**src/rtl/bpf_dp_pkg.sv**
```systemverilog
package bpf_dp_pkg;

    localparam int CODE_ADDR_WIDTH = 10;
    localparam int BYTE_ADDR_WIDTH = 12;
    localparam int SCR_DEPTH       = 16;  // M[0..15]
    localparam int SCR_ADDR_WIDTH  = 4;

    typedef logic [CODE_ADDR_WIDTH-1:0] code_addr_t;
    typedef logic [BYTE_ADDR_WIDTH-1:0] byte_addr_t;
    typedef logic [SCR_ADDR_WIDTH-1:0]  scr_addr_t;

    // New value for A; ABS and IND both arrive as PKT
    typedef enum logic [2:0] {
        A_SEL_IMM, A_SEL_PKT, A_SEL_MEM, A_SEL_LEN, A_SEL_MSH, A_SEL_ALU, A_SEL_X
    } a_sel_e;

    typedef enum logic [2:0] {
        X_SEL_IMM, X_SEL_PKT, X_SEL_MEM, X_SEL_LEN, X_SEL_MSH, X_SEL_A
    } x_sel_e;

    typedef enum logic [1:0] {PC_PLUS_1, PC_PLUS_JT, PC_PLUS_JF, PC_PLUS_K} pc_sel_e;

    typedef enum logic [1:0] {LD_W, LD_H, LD_B} ld_size_e;

    // Values match the BPF ALU op field code[7:4]
    typedef enum logic [3:0] {
        ALU_ADD = 4'h0, ALU_SUB = 4'h1, ALU_MUL = 4'h2, ALU_DIV = 4'h3,
        ALU_OR  = 4'h4, ALU_AND = 4'h5, ALU_LSH = 4'h6, ALU_RSH = 4'h7,
        ALU_NEG = 4'h8, ALU_MOD = 4'h9, ALU_XOR = 4'ha
    } alu_op_e;

    localparam logic ADDR_ABS = 1'b0;  // Packet address is k
    localparam logic ADDR_IND = 1'b1;  // Packet address is X+k

    localparam logic B_SEL_K = 1'b0;
    localparam logic B_SEL_X = 1'b1;

endpackage

```
**src/rtl/bpf_isa_pkg.sv**
```systemverilog
package bpf_isa_pkg;

    typedef logic [31:0] word_t;     // Data word, A/X/M[] width
    typedef logic [63:0] inst_t;     // {code, jt, jf, k}
    typedef logic [15:0] code_t;
    typedef logic [7:0]  jmp_off_t;  // Conditional jump offset

    // Field positions inside inst_t
    localparam int INST_CODE_LSB = 48;
    localparam int INST_JT_LSB   = 40;
    localparam int INST_JF_LSB   = 32;

    // Class, code[2:0]
    localparam logic [2:0] CLS_LD   = 3'h0;
    localparam logic [2:0] CLS_LDX  = 3'h1;
    localparam logic [2:0] CLS_ST   = 3'h2;
    localparam logic [2:0] CLS_STX  = 3'h3;
    localparam logic [2:0] CLS_ALU  = 3'h4;
    localparam logic [2:0] CLS_JMP  = 3'h5;
    localparam logic [2:0] CLS_RET  = 3'h6;
    localparam logic [2:0] CLS_MISC = 3'h7;

    // Load size, code[4:3]
    localparam logic [1:0] SIZE_W = 2'h0;
    localparam logic [1:0] SIZE_H = 2'h1;
    localparam logic [1:0] SIZE_B = 2'h2;

    // Addressing mode, code[7:5]
    localparam logic [2:0] MODE_IMM = 3'h0;
    localparam logic [2:0] MODE_ABS = 3'h1;
    localparam logic [2:0] MODE_IND = 3'h2;
    localparam logic [2:0] MODE_MEM = 3'h3;
    localparam logic [2:0] MODE_LEN = 3'h4;
    localparam logic [2:0] MODE_MSH = 3'h5;

    localparam logic SRC_K = 1'b0;  // code[3] for ALU and JMP
    localparam logic SRC_X = 1'b1;

    localparam logic [1:0] RVAL_K = 2'h0;  // RET source, code[4:3]
    localparam logic [1:0] RVAL_A = 2'h2;

    localparam logic [4:0] MISC_TAX = 5'h00;  // code[7:3]
    localparam logic [4:0] MISC_TXA = 5'h10;

    // Jump operation, code[7:4]
    localparam logic [3:0] JMP_JA   = 4'h0;
    localparam logic [3:0] JMP_JEQ  = 4'h1;
    localparam logic [3:0] JMP_JGT  = 4'h2;
    localparam logic [3:0] JMP_JGE  = 4'h3;
    localparam logic [3:0] JMP_JSET = 4'h4;

endpackage

```
**src/rtl/bpf_alu.sv**
```systemverilog
`timescale 1ns/1ns

module bpf_alu
    import bpf_isa_pkg::*;
    import bpf_dp_pkg::*;
(
    input  logic    clk,
    input  logic    rst,
    input  word_t   a_val,
    input  word_t   b_val,
    input  alu_op_e alu_op,
    input  logic    alu_start,
    output word_t   alu_out,
    output logic    eq,
    output logic    gt,
    output logic    ge,
    output logic    set,
    output logic    alu_vld,
    output logic    div_zero
);

    word_t       quick_res;           // Result of the one-cycle ops
    word_t       quot_q, dsor_q;
    word_t       rem_q;
    logic [5:0]  cnt_q;               // Divide steps left
    logic        div_busy, is_mod_q;
    logic [32:0] rem_shift, rem_diff;
    word_t       quot_nxt, rem_nxt;
    logic        is_div;

    // Jump comparisons, A against K or X
    assign eq  = (a_val == b_val);
    assign gt  = (a_val > b_val);
    assign ge  = (a_val >= b_val);
    assign set = |(a_val & b_val);

    assign is_div = (alu_op == ALU_DIV) || (alu_op == ALU_MOD);

    always_comb begin
        case (alu_op)
            ALU_ADD: quick_res = a_val + b_val;
            ALU_SUB: quick_res = a_val - b_val;
            ALU_MUL: quick_res = a_val * b_val;  // Low 32 bits
            ALU_OR:  quick_res = a_val | b_val;
            ALU_AND: quick_res = a_val & b_val;
            ALU_XOR: quick_res = a_val ^ b_val;
            ALU_LSH: quick_res = a_val << b_val;
            ALU_RSH: quick_res = a_val >> b_val;
            ALU_NEG: quick_res = -a_val;
            default: quick_res = '0;             // DIV/MOD by zero give 0
        endcase
    end

    // One restoring step: shift in next dividend bit, try subtract
    assign rem_shift = {rem_q, quot_q[31]};
    assign rem_diff  = rem_shift - {1'b0, dsor_q};
    assign quot_nxt  = {quot_q[30:0], ~rem_diff[32]};
    assign rem_nxt   = rem_diff[32] ? rem_shift[31:0] : rem_diff[31:0];

    always_ff @(posedge clk) begin
        if (rst) begin
            alu_vld  <= 1'b0;
            div_zero <= 1'b0;
            div_busy <= 1'b0;
            cnt_q    <= '0;
        end else begin
            alu_vld  <= 1'b0;  // Both are pulses
            div_zero <= 1'b0;
            if (alu_start) begin
                if (is_div && b_val != '0) begin
                    div_busy <= 1'b1;
                    cnt_q    <= 6'd32;
                end else begin
                    alu_vld  <= 1'b1;
                    div_zero <= is_div;
                end
            end else if (div_busy) begin
                cnt_q <= cnt_q - 6'd1;
                if (cnt_q == 6'd1) begin  // Last step, result out next cycle
                    div_busy <= 1'b0;
                    alu_vld  <= 1'b1;
                end
            end
        end
    end

    always_ff @(posedge clk) begin
        if (alu_start) begin
            quot_q   <= a_val;
            rem_q    <= '0;
            dsor_q   <= b_val;
            is_mod_q <= (alu_op == ALU_MOD);
            alu_out  <= quick_res;
        end else if (div_busy) begin
            quot_q <= quot_nxt;
            rem_q  <= rem_nxt;
            if (cnt_q == 6'd1)
                alu_out <= is_mod_q ? rem_nxt : quot_nxt;
        end
    end

    // Controller must wait out the divide before the next op
    a_no_start_in_div: assert property (@(posedge clk) disable iff (rst)
        div_busy |-> !alu_start);

endmodule

```
**src/rtl/bpf_controller.sv**
```systemverilog
`timescale 1ns/1ns

module bpf_controller
    import bpf_isa_pkg::*;
    import bpf_dp_pkg::*;
(
    input  logic       clk,
    input  logic       rst,
    input  logic       start,
    input  inst_t      inst_data,
    input  logic       eq,
    input  logic       gt,
    input  logic       ge,
    input  logic       set,
    input  logic       alu_vld,
    input  logic       div_zero,
    input  word_t      a_val,
    input  code_addr_t pc,
    output a_sel_e     a_sel,
    output logic       a_en,
    output x_sel_e     x_sel,
    output logic       x_en,
    output pc_sel_e    pc_sel,
    output logic       pc_en,
    output logic       pc_clr,
    output logic       addr_sel,
    output ld_size_e   ld_size,
    output logic       b_sel,
    output logic       scr_wr_en,
    output logic       scr_src_x,
    output word_t      k,
    output jmp_off_t   jt,
    output jmp_off_t   jf,
    output alu_op_e    alu_op,
    output logic       alu_start,
    output logic       busy,
    output logic       done,
    output word_t      ret_val,
    output logic       fault
);

    typedef enum logic [2:0] {IDLE, FETCH, DECODE, EXEC, WAIT_ALU, FINISH} state_e;

    state_e      state;
    inst_t       ir_q;
    inst_t       cur;                     // Live word in DECODE, latched after
    code_t       code;
    logic [2:0]  cls;
    logic        illegal, jmp_fault, exec_ok;
    logic        wr_a, wr_x;
    word_t       jmp_off;
    logic [32:0] jmp_target;

    // Packet address must go out in DECODE, before the latch
    assign cur  = (state == DECODE) ? inst_data : ir_q;
    assign code = cur[INST_CODE_LSB +: 16];
    assign jt   = cur[INST_JT_LSB +: 8];
    assign jf   = cur[INST_JF_LSB +: 8];
    assign k    = cur[31:0];
    assign cls  = code[2:0];

    assign b_sel     = code[3];           // SRC_K / SRC_X
    assign scr_src_x = (cls == CLS_STX);
    assign alu_op    = alu_op_e'(code[7:4]);

    always_comb begin
        a_sel    = A_SEL_ALU;
        x_sel    = X_SEL_A;
        pc_sel   = PC_PLUS_1;
        addr_sel = (code[7:5] == MODE_IND) ? ADDR_IND : ADDR_ABS;
        ld_size  = ld_size_e'(code[4:3]);
        wr_a     = (cls == CLS_LD);
        wr_x     = (cls == CLS_LDX);
        illegal  = 1'b0;
        case (cls)
            CLS_LD, CLS_LDX: begin
                case (code[7:5])
                    MODE_IMM: begin a_sel = A_SEL_IMM; x_sel = X_SEL_IMM; end
                    MODE_ABS, MODE_IND: begin
                        a_sel   = A_SEL_PKT;
                        x_sel   = X_SEL_PKT;
                        illegal = (code[4:3] == 2'h3);  // No such size
                    end
                    MODE_MEM: begin a_sel = A_SEL_MEM; x_sel = X_SEL_MEM; end
                    MODE_LEN: begin a_sel = A_SEL_LEN; x_sel = X_SEL_LEN; end
                    MODE_MSH: begin
                        x_sel   = X_SEL_MSH;
                        illegal = (cls == CLS_LD) || (code[4:3] != SIZE_B);
                    end
                    default: illegal = 1'b1;
                endcase
            end
            CLS_ST, CLS_STX: ;
            CLS_ALU: illegal = (code[7:4] > ALU_XOR);
            CLS_JMP: begin
                case (code[7:4])
                    JMP_JA:   pc_sel = PC_PLUS_K;
                    JMP_JEQ:  pc_sel = eq  ? PC_PLUS_JT : PC_PLUS_JF;
                    JMP_JGT:  pc_sel = gt  ? PC_PLUS_JT : PC_PLUS_JF;
                    JMP_JGE:  pc_sel = ge  ? PC_PLUS_JT : PC_PLUS_JF;
                    JMP_JSET: pc_sel = set ? PC_PLUS_JT : PC_PLUS_JF;
                    default:  illegal = 1'b1;
                endcase
            end
            CLS_RET: illegal = (code[4:3] != RVAL_K) && (code[4:3] != RVAL_A);
            default: begin  // MISC
                wr_a    = (code[7:3] == MISC_TXA);
                wr_x    = (code[7:3] == MISC_TAX);
                a_sel   = A_SEL_X;
                illegal = !wr_a && !wr_x;
            end
        endcase
    end

    // Target past the code space ends the run
    assign jmp_off    = (pc_sel == PC_PLUS_K)  ? k :
                        (pc_sel == PC_PLUS_JT) ? word_t'(jt) : word_t'(jf);
    assign jmp_target = 33'(pc) + 33'(jmp_off) + 33'd1;
    assign jmp_fault  = (cls == CLS_JMP) && (jmp_target >= 33'(1 << CODE_ADDR_WIDTH));
    assign exec_ok    = (state == EXEC) && !illegal && !jmp_fault;

    always_comb begin
        a_en      = exec_ok && wr_a;
        x_en      = exec_ok && wr_x;
        scr_wr_en = exec_ok && (cls == CLS_ST || cls == CLS_STX);
        alu_start = exec_ok && (cls == CLS_ALU);
        pc_en     = exec_ok && (cls != CLS_ALU) && (cls != CLS_RET);
        pc_clr    = (state == IDLE) && start;
        if (state == WAIT_ALU && alu_vld && !div_zero) begin
            a_en  = 1'b1;  // a_sel is ALU for this class
            pc_en = 1'b1;
        end
    end

    always_ff @(posedge clk) begin
        if (rst) begin
            state   <= IDLE;
            ret_val <= '0;
            fault   <= 1'b0;
        end else begin
            case (state)
                IDLE: if (start) begin
                    state   <= FETCH;
                    ret_val <= '0;
                    fault   <= 1'b0;
                end
                FETCH:  state <= DECODE;
                DECODE: state <= EXEC;
                EXEC: begin
                    if (illegal || jmp_fault) begin
                        fault   <= 1'b1;
                        ret_val <= '0;
                        state   <= FINISH;
                    end else if (cls == CLS_RET) begin
                        ret_val <= (code[4:3] == RVAL_A) ? a_val : k;
                        state   <= FINISH;
                    end else begin
                        state <= (cls == CLS_ALU) ? WAIT_ALU : FETCH;
                    end
                end
                WAIT_ALU: if (alu_vld)
                    state <= div_zero ? FINISH : FETCH;  // Divide by zero drops
                default: state <= IDLE;
            endcase
        end
    end

    always_ff @(posedge clk) begin
        if (state == DECODE)
            ir_q <= inst_data;
    end

    assign busy = (state != IDLE);
    assign done = (state == FINISH);

    a_done_pulse: assert property (@(posedge clk) disable iff (rst) done |=> !done);

endmodule

```
**src/rtl/bpf_datapath.sv**
```systemverilog
`timescale 1ns/1ns

module bpf_datapath
    import bpf_isa_pkg::*;
    import bpf_dp_pkg::*;
(
    input  logic       clk,
    input  logic       rst,
    input  a_sel_e     a_sel,
    input  logic       a_en,
    input  x_sel_e     x_sel,
    input  logic       x_en,
    input  pc_sel_e    pc_sel,
    input  logic       pc_en,
    input  logic       pc_clr,
    input  logic       addr_sel,
    input  ld_size_e   ld_size,
    input  logic       b_sel,
    input  logic       scr_src_x,
    input  word_t      k,
    input  jmp_off_t   jt,
    input  jmp_off_t   jf,
    input  word_t      alu_out,
    input  word_t      scr_rdata,
    input  word_t      packet_data,
    input  word_t      packet_len,
    output code_addr_t pc,
    output byte_addr_t packet_rd_addr,
    output word_t      a_val,
    output word_t      b_val,
    output scr_addr_t  scr_addr,
    output word_t      scr_wdata
);

    word_t      a_q, x_q;
    code_addr_t pc_q;
    code_addr_t pc_inc;
    word_t      ind_addr;
    word_t      pkt_val;   // Loaded word, trimmed to size
    word_t      msh_val;

    assign ind_addr       = x_q + k;
    assign packet_rd_addr = (addr_sel == ADDR_IND) ? ind_addr[BYTE_ADDR_WIDTH-1:0]
                                                   : k[BYTE_ADDR_WIDTH-1:0];

    // Memory returns big-endian word at the byte, keep the top bytes
    always_comb begin
        case (ld_size)
            LD_H:    pkt_val = {16'b0, packet_data[31:16]};
            LD_B:    pkt_val = {24'b0, packet_data[31:24]};
            default: pkt_val = packet_data;
        endcase
    end

    assign msh_val = {26'b0, packet_data[27:24], 2'b00};  // 4*(P[k]&0xf)

    always_ff @(posedge clk) begin
        if (rst || pc_clr) begin
            a_q <= '0;  // A and X start each run at zero
        end else if (a_en) begin
            case (a_sel)
                A_SEL_IMM: a_q <= k;
                A_SEL_PKT: a_q <= pkt_val;
                A_SEL_MEM: a_q <= scr_rdata;
                A_SEL_LEN: a_q <= packet_len;
                A_SEL_MSH: a_q <= msh_val;
                A_SEL_ALU: a_q <= alu_out;
                default:   a_q <= x_q;  // TXA
            endcase
        end
    end

    always_ff @(posedge clk) begin
        if (rst || pc_clr) begin
            x_q <= '0;
        end else if (x_en) begin
            case (x_sel)
                X_SEL_IMM: x_q <= k;
                X_SEL_PKT: x_q <= pkt_val;
                X_SEL_MEM: x_q <= scr_rdata;
                X_SEL_LEN: x_q <= packet_len;
                X_SEL_MSH: x_q <= msh_val;
                default:   x_q <= a_q;  // TAX
            endcase
        end
    end

    // Jumps are relative to the next instruction
    assign pc_inc = pc_q + code_addr_t'(1);

    always_ff @(posedge clk) begin
        if (rst || pc_clr) begin
            pc_q <= '0;
        end else if (pc_en) begin
            case (pc_sel)
                PC_PLUS_JT: pc_q <= pc_inc + code_addr_t'(jt);
                PC_PLUS_JF: pc_q <= pc_inc + code_addr_t'(jf);
                PC_PLUS_K:  pc_q <= pc_inc + k[CODE_ADDR_WIDTH-1:0];  // JA
                default:    pc_q <= pc_inc;
            endcase
        end
    end

    assign pc    = pc_q;
    assign a_val = a_q;
    assign b_val = (b_sel == B_SEL_X) ? x_q : k;

    assign scr_addr  = k[SCR_ADDR_WIDTH-1:0];
    assign scr_wdata = scr_src_x ? x_q : a_q;

endmodule

```
**src/rtl/bpf_engine.sv**
```systemverilog
`timescale 1ns/1ns

module bpf_engine
    import bpf_isa_pkg::*;
    import bpf_dp_pkg::*;
(
    input  logic       clk,
    input  logic       rst,
    input  logic       start,
    input  word_t      packet_len,
    input  inst_t      inst_data,
    input  word_t      packet_data,
    output logic       busy,
    output logic       done,
    output word_t      ret_val,
    output logic       fault,
    output code_addr_t inst_rd_addr,
    output byte_addr_t packet_rd_addr
);

    a_sel_e     a_sel;
    x_sel_e     x_sel;
    pc_sel_e    pc_sel;
    ld_size_e   ld_size;
    alu_op_e    alu_op;
    logic       a_en, x_en, pc_en, pc_clr;
    logic       addr_sel, b_sel, scr_wr_en, scr_src_x;
    logic       alu_start, alu_vld, div_zero;
    logic       eq, gt, ge, set;
    word_t      k, a_val, b_val, alu_out;
    word_t      scr_wdata, scr_rdata;
    jmp_off_t   jt, jf;
    code_addr_t pc;
    scr_addr_t  scr_addr;

    assign inst_rd_addr = pc;  // Fetch straight from PC

    bpf_controller u_controller (
        .clk, .rst, .start, .inst_data,
        .eq, .gt, .ge, .set, .alu_vld, .div_zero, .a_val, .pc,
        .a_sel, .a_en, .x_sel, .x_en, .pc_sel, .pc_en, .pc_clr,
        .addr_sel, .ld_size, .b_sel, .scr_wr_en, .scr_src_x,
        .k, .jt, .jf, .alu_op, .alu_start,
        .busy, .done, .ret_val, .fault
    );

    bpf_datapath u_datapath (
        .clk, .rst,
        .a_sel, .a_en, .x_sel, .x_en, .pc_sel, .pc_en, .pc_clr,
        .addr_sel, .ld_size, .b_sel, .scr_src_x,
        .k, .jt, .jf,
        .alu_out, .scr_rdata, .packet_data, .packet_len,
        .pc, .packet_rd_addr, .a_val, .b_val, .scr_addr, .scr_wdata
    );

    bpf_alu u_alu (
        .clk, .rst, .a_val, .b_val, .alu_op, .alu_start,
        .alu_out, .eq, .gt, .ge, .set, .alu_vld, .div_zero
    );

    bpf_scratch u_scratch (
        .clk, .rst, .scr_addr, .scr_wdata, .scr_wr_en, .scr_rdata
    );

endmodule

```
**src/rtl/bpf_scratch.sv**
```systemverilog
`timescale 1ns/1ns

module bpf_scratch
    import bpf_isa_pkg::*;
    import bpf_dp_pkg::*;
(
    input  logic      clk,
    input  logic      rst,
    input  scr_addr_t scr_addr,
    input  word_t     scr_wdata,
    input  logic      scr_wr_en,
    output word_t     scr_rdata
);

    word_t mem [SCR_DEPTH];  // M[0..15]

    always_ff @(posedge clk) begin
        if (rst) begin
            for (int i = 0; i < SCR_DEPTH; i++)
                mem[i] <= '0;
        end else if (scr_wr_en) begin
            mem[scr_addr] <= scr_wdata;  // ST / STX
        end
    end

    // LD/LDX MEM read the same cycle as the write would happen
    assign scr_rdata = mem[scr_addr];

    // Address comes from the latched k, must be clean on a store
    a_wr_addr_known: assert property (@(posedge clk) disable iff (rst)
        scr_wr_en |-> !$isunknown(scr_addr));

endmodule
```
**config.mk**
```make
export PLATFORM = sky130hd
export DESIGN_NAME = bpf_engine
export DESIGN_NICKNAME = d
export VERILOG_FILES = /design/src/rtl/bpf_dp_pkg.sv /design/src/rtl/bpf_isa_pkg.sv /design/src/rtl/bpf_alu.sv /design/src/rtl/bpf_controller.sv /design/src/rtl/bpf_datapath.sv /design/src/rtl/bpf_engine.sv /design/src/rtl/bpf_scratch.sv
export SDC_FILE = /design/constraint.sdc
export NUM_CORES = 2
export LEC_CHECK = 0
export BUFFER_PORTS_ARGS = -buffer_cell sky130_fd_sc_hd__buf_2
export CAP_MARGIN = 15
export CORE_MARGIN = 2
export CORE_UTILIZATION = 28
export CTS_BUF_LIST = sky130_fd_sc_hd__clkbuf_16
export DETAILED_ROUTE_END_ITERATION = 12
export PLACE_DENSITY = 0.44
export SLEW_MARGIN = 20
export SYNTH_ARGS = -nofsm -noshare
export SYNTH_HDL_FRONTEND = slang
export SYNTH_SLANG_ARGS = --single-unit
```
**constraint.sdc**
```tcl
create_clock -name clk -period 10.11 [get_ports clk]
set_input_delay 2.022 -clock clk [delete_from_list [all_inputs] [get_ports clk]]
set_output_delay 2.022 -clock clk [all_outputs]
set_load 0.1 [all_outputs]
```
## After elaboration in Yosys (flattened, before gate mapping)

Memory sizes are Yosys's and may differ from the RTL's.
Cells that the tools add are included.

- Bits in registers: 304
- Memory bits (writable): 512
- Output and inout port bits: 57
- Memories: 1

- $add $sub $neg: 12
- $mul: 1
- $lt $le $gt $ge: 4
- Equality and inequality tests: 52
- Shift operators: 2
- Mux-type cells: 70
- Bitwise operators: 5
- Reduce and logical (&&, ||, !) cells: 53

Memories:

| memory | depth | width | rd ports | clocked after Yosys merged registers in | wr ports | line | text |
|---|---|---|---|---|---|---|---|
| u_scratch.mem | 16 | 32 | 1 | 0 | 16 | bpf_scratch.sv:15 | `word_t mem [SCR_DEPTH];` |

Operators with widths:

| cell | number |
|---|---|
| two-way mux 32 bit | 15 |
| one-hot mux 32 bit (9 select lines) | 1 |
| one-hot mux 32 bit (6 select lines) | 1 |
| one-hot mux 32 bit (5 select lines) | 1 |
| one-hot mux 32 bit (2 select lines) | 2 |
| OR reduction 32 bit | 2 |
| two-way mux 56 bit | 1 |
| adder 10 x 32 -> 33 bit | 1 |
| adder 33 x 1 -> 33 bit (second input constant) | 1 |
| greater-or-equal comparator 33 x 11 -> 1 bit (second input constant) | 1 |
| subtractor 33 x 32 -> 33 bit | 1 |
| adder 32 bit | 1 |
| bitwise AND 32 bit | 1 |
| equality test 32 bit | 1 |
| greater-or-equal comparator 32 bit | 1 |
| > comparator 32 bit | 1 |
| multiplier 32 x 32 -> 32 bit | 1 |
| negation 32 bit | 1 |
| bitwise OR 32 bit | 1 |
| nonzero test 32 bit | 1 |
| left shift 32 x 32 -> 32 bit | 1 |
| right shift 32 x 32 -> 32 bit | 1 |
| subtractor 32 bit | 1 |
| bitwise XOR 32 bit | 1 |
| 50 further kinds | 159 |

## Depth between registers and ports, before layout

- Depth after elaboration: 23
- Depth in mapped cells: 43
- Gate-level depth less buffers: 34

## Hierarchy

A second synthesis with hierarchy kept.

- Cell total of the unflattened synthesis: 6929
- Area, all modules: 67644.9 um2

By module, submodules not included:

| module | times used | cells each | area an instance (um2) |
|---|---|---|---|
| bpf_alu | 1 | 3835 | 31236.2 |
| bpf_scratch | 1 | 1418 | 22881.9 |
| bpf_datapath | 1 | 958 | 7671.1 |
| bpf_controller | 1 | 718 | 5855.6 |

## Worst setup path before layout

No wires, ideal clock.

- Path type: input to register
- From: in inst_data[51]
- To: reg u_alu.alu_out[30] (data pin)
- Library setup time: 259 ps
- Arrival: 10392 ps
- Required time: 9851 ps
- Path slack: -541 ps
- Cell stages on the path: 35
- Buffers on the path: 5
- Cells stage by stage: buf_2 > mux2i_1 > mux2_2 > inv_1 > buf_1 > clkbuf_1 > buf_1 > clkbuf_1 > nand2_1 > fa_1 > inv_1 > fa_1 > inv_1 > fa_1 > inv_1 > fa_1 > inv_1 > fa_1 > fa_1 > inv_1 > fa_1 > inv_1 > fa_1 > inv_1 > ha_1 > a21oi_1 > o22ai_1 > a222oi_1 > o21ai_0 > a221oi_1 > o311ai_1 > a311oi_1 > nor2_1 > a311o_1 > a211o_1

- Word-level cells in the longest chain between the ends: 18
- Elaborated cells between the ends (all ways): 47
- Classes of those cells: add/sub (4); mul (1); order compare (3); eq/ne (6); shift (2); mux (14); bitwise (3); reduce/logical (14)

RTL lines:

| what | line | text |
|---|---|---|
| start, declared | bpf_engine.sv:11 | `input inst_t inst_data,` |
| two-way mux 56 bit * | bpf_controller.sv:55 | `assign cur = (state == DECODE) ? inst_data : ir_q;` |
| two-way mux 32 bit * | bpf_datapath.sv:106 | `assign b_val = (b_sel == B_SEL_X) ? x_q : k;` |
| net b_val[3] | bpf_engine.sv:30 | `word_t k, a_val, b_val, alu_out;` |
| branches (longest 15 deep; another with adder 10 x 32 -> 33 bit) | n/a |  |
| two-way mux 32 bit * | bpf_alu.sv:88 | `if (alu_start) begin` |
| end signal, assigned | bpf_alu.sv:93 | `alu_out <= quick_res;` |
| end signal, assigned | bpf_alu.sv:98 | `alu_out <= is_mod_q ? rem_nxt : quot_nxt;` |
| end, declared | bpf_alu.sv:13 | `output word_t alu_out,` |

Mark *: on every way through the listed nets, which the timed path passes.
A chain may end at the register's enable or synchronous reset.

## Final worst setup path

- From: in inst_data[51]
- To: reg u_alu.alu_out[31] (data pin)

- Word-level cells in the longest chain between the ends: 18
- Elaborated cells between the ends (all ways): 47
- Classes of those cells: add/sub (4); mul (1); order compare (3); eq/ne (6); shift (2); mux (14); bitwise (3); reduce/logical (14)

RTL lines:

| what | line |
|---|---|
| two-way mux 56 bit * | bpf_controller.sv:55 |
| branches (longest 16 deep; another with adder 10 x 32 -> 33 bit) | n/a |
| two-way mux 32 bit * | bpf_alu.sv:88 |

Every way passes the cells marked *.

==> results.toml <==
[status]
outcome = "completed"

[sta]
slew_headroom_pct = 19.4
hold_ws_ns = 0.448
slew_violations = 0
fin_skew_ns = 0.100
tightest_slew_ns = 1.19
finalCriticalPeriod_ns = 9.95
fmax_mhz = 100
finalCritPeriodShare_pct = 98.5
setup_viol = 0
setup_ws_ns = 0.156
hold_viol_final = 0

[detailed_routing]
first_pass_iters = 10
routedWlPerCell_microns = 29.2
drtIter0Drc = 6472
routed_via_density = 5.36
drc_errors = 0
wirelength_microns = 327000
drtAntennaViolNets = 0
dr_total_vias = 60176

[logic_synthesis]
synth.top_cell.area_share_pct = 27.9
synth-edff-count = 609
ys.flop_type = "edfxtp_1"
synth_area_per_cell_sq_um = 8.68
synth_most_common_cell = "nand2_1"
ys_warn_count = 0
syn_area_sq_mm = 0.0655
synth_seq_area_share_pct = 34.2
netlist_instances = 7548
ys_top_cells_by_count = "nand2_1 (1,178), nor2_1 (1,034), inv_1 (695)"
async_flop_share_pct = 0
yosysTopAreaCell = "edfxtp_1"
synth_cell_types = 94
synth.net_count = 8372
synth-seq-cells = 816
synth.area.top_cells = "edfxtp_1 (28%), fa_1 (13%), nand2_1 (6.7%), dfxtp_1 (6.3%), nor2_1 (5.9%)"

[run]
maxCapViolations = 0

[critical_path]
startpoint_type = "input port"
cp_max_fo = 17
path_common_cell = "fa_1"
reg2reg_depth = 41
required_ns = 10.48
slowest_delay_ns = 0.51
cp.arrival_ns = 10.32
path_class = "input port to register"
rrSetupSlack_ns = 0.51
r2r-start = "u_controller.state[2]"
crit_path_top_delay_cell = "fa_1"
endpoint_kind = "register"
reg2reg_to = "u_datapath.a_val[18]"

[clock_tree]
clk_latency_ns = 0.76
cts_tree = "yes"
cts.sinks = 816
numCtsBuffers = 96
cts-root-buf = "clkbuf_16"
clock_path_buffers = 3
clk_pin_slew_ns = 0.06
h-tree-depth = 3

[min_path]
hold_end = "u_alu.cnt_q[0]"
hold_depth = 2
hp-start = "u_alu.div_busy"
hp-class = "register to register"

[grt]
grt-ovfl-total = 0
grt_pass1_vias = 59264
grt_pass1_wl_microns = 457000
antenna_found_initial = 14
grt_use_total_pct = 26.9
grt_max_degree = 141

[power_and_ir_drop]
peakVddDrop_v = 0.000316
switchingPower_uw = 9370
p_sw_share_pct = 50.6
p_per_area_mw_per_mm2 = 237
power.share.clock_pct = 18.7
power.leakage_uw = 0.0322
p_int_uw = 9150
seqPwrFrac_pct = 21.9
pwr-share-comb_pct = 59.5

[floorplan]
die_h_microns = 488
core_area_sq_mm = 0.233
io_pins = 188
die_area_sq_mm = 0.238
placementRows = 177
die_w_microns = 488
initial_core_util_pct = 28.2

[placement]
pre_cts_ws_ns = -1.03
portBuffers = 179
place_congestion = 0.982
hpwl_microns = 244000

[finish]
layout-drive-gt1-share_pct = 15.7
seqCellArea_sq_mm = 0.0224
fillers = 24442
synthToLayoutAreaGrowth_pct = 19.4
multiInputGateArea_sq_mm = 0.0389
fin_nets = 8828
-- how the worst max path moves through the flow --
stage / from / to / slack, ns / cells after the start
after floorplan: inst_data[51] / u_alu.alu_out[30] / -0.29 / 34
after global placement: inst_data[51] / u_alu.alu_out[30] / -1.13 / 30
after detailed placement: inst_data[51] / u_alu.alu_out[29] / -1.03 / 34
after CTS: inst_data[51] / u_alu.alu_out[28] / 0.0008 / 32
after global routing: inst_data[51] / u_scratch.mem[4][1] / -0.02 / 41
final: inst_data[51] / u_alu.alu_out[31] / 0.16 / 36
-- layer usage --
layer	vias to the layer above	track usage, %	share of wire (%)
met5	-	0	0.035
met4	16	12.1	5.4
met3	585	4.03	7.1
met2	2619	43.3	46
met1	30232	35.7	42
li1	26724	-	-
-- placed cells by master, fill, tap and decap left out, types with 46 or more instances in the layout --
master / Yosys / layout
a311oi_1: 133 / 132
mux2i_1: 243 / 220
dfxtp_1: 207 / 198
nor3_1: 69 / 64
buf_2: 37 / 179
buf_4: 5 / 656
xnor2_1: 157 / 157
a21oi_1: 430 / 422
ha_1: 280 / 278
a211o_1: 47 / 47
a21o_1: 56 / 54
buf_12: 0 / 56
inv_1: 695 / 713
edfxtp_1: 609 / 609
clkbuf_16: 0 / 99
nand2_1: 1178 / 1177
clkinv_1: 23 / 47
a222oi_1: 46 / 46
fa_1: 413 / 410
and3_1: 79 / 79
o21ai_0: 242 / 237
nand3_1: 204 / 200
a211oi_1: 96 / 93
nor2_1: 1034 / 1026
-- cell type report --
class                   instances  share of cell area (%)
diodes                          7                  0.0224
repair buffers                903                    9.10
clock buffers                  96                    3.07
well taps                    3132                    5.01
multi-input cells            5459                    49.7
clock inverters                85                   0.878
inverters                     728                    3.52
flip-flops and latches        816                    28.7
-- critical path, delay by kind of cell --
| family | cells | cell delay [ns] |
|---|---|---|
| adder cells (fa/ha/maj) | 10 | 3.97 |
| XOR/XNOR | 1 | 0.13 |
| multiplexers | 2 | 0.45 |
| buffers and inverters | 12 | 1.31 |
| AND/OR/NAND/NOR | 2 | 0.18 |
| AO/OA/AOI/OAI | 9 | 2.21 |
-- state kept, by name, summed over array words and instances (netlist names) --
| register | count |
|---|---|
| u_alu.alu_out | 32 |
| u_alu.alu_vld | 1 |
| u_alu.cnt_q | 6 |
| u_alu.div_busy | 1 |
| u_alu.div_zero | 1 |
| u_alu.dsor_q | 32 |
| u_alu.is_mod_q | 1 |
| u_alu.quot_q | 32 |
| u_alu.rem_q | 32 |
| u_controller.fault | 1 |
| u_controller.ir_q | 56 |
| u_controller.ret_val | 32 |
| u_controller.state | 3 |
| u_datapath.a_val | 32 |
| u_datapath.pc | 10 |
| u_datapath.x_q | 32 |
| u_scratch.mem | 512 |
-- per-stage QoR --
stage               utilization [%]  total power (uW)  setup TNS, ns  cells  instance area (sq um)
floorplan                         -              9750         -0.293   7548                  65600
global placement               32.0             14800        -824.31  11027                  74600
detailed placement             32.1             14800        -957.76  11027                  74600
CTS                            33.4             18300              0  11208                  77800
global route                   33.6             19200         -0.158  11219                  78300
finish                         33.6             18500              0  11226                  78300
-- power by group through the flow --
stage | clock network (uW) | logic [uW] | registers [uW]
finish | 3460 | 11000 | 4050
global route | 3640 | 11500 | 4080
CTS | 3510 | 10700 | 4050
detailed placement | 0 | 10700 | 4120
global placement | 0 | 10600 | 4110
floorplan | 0 | 5650 | 4100
-- timing repair --
action                                 4_1_cts  5_1_grt
setup endpoints to repair                 1068     1136
endpoints found under the hold margin        0        0
cloned                                       0        3
pin swaps                                    0        9
hold buffers                                 0        0
setup buffers                                0        8
resized for setup                           18       69
-- kinds of logic (layout without fill, tap and decap cells) --
group / count (synthesis) / in the layout / share of synthesized area (%)
adders and majority gates: 693 / 693 / 18.0
muxes: 300 / 300 / 4.74
AOI/OAI and AO/OA: 1422 / 1422 / 14.5
other: 0 / 7 / 0
buffers and inverters: 1273 / 1812 / 7.50
and+or+nand+nor: 2852 / 2852 / 18.5
DFF: 816 / 816 / 34.2
xor gates and xnor gates: 192 / 192 / 2.57
No activity file was read; power rests on OpenSTA's default activity.
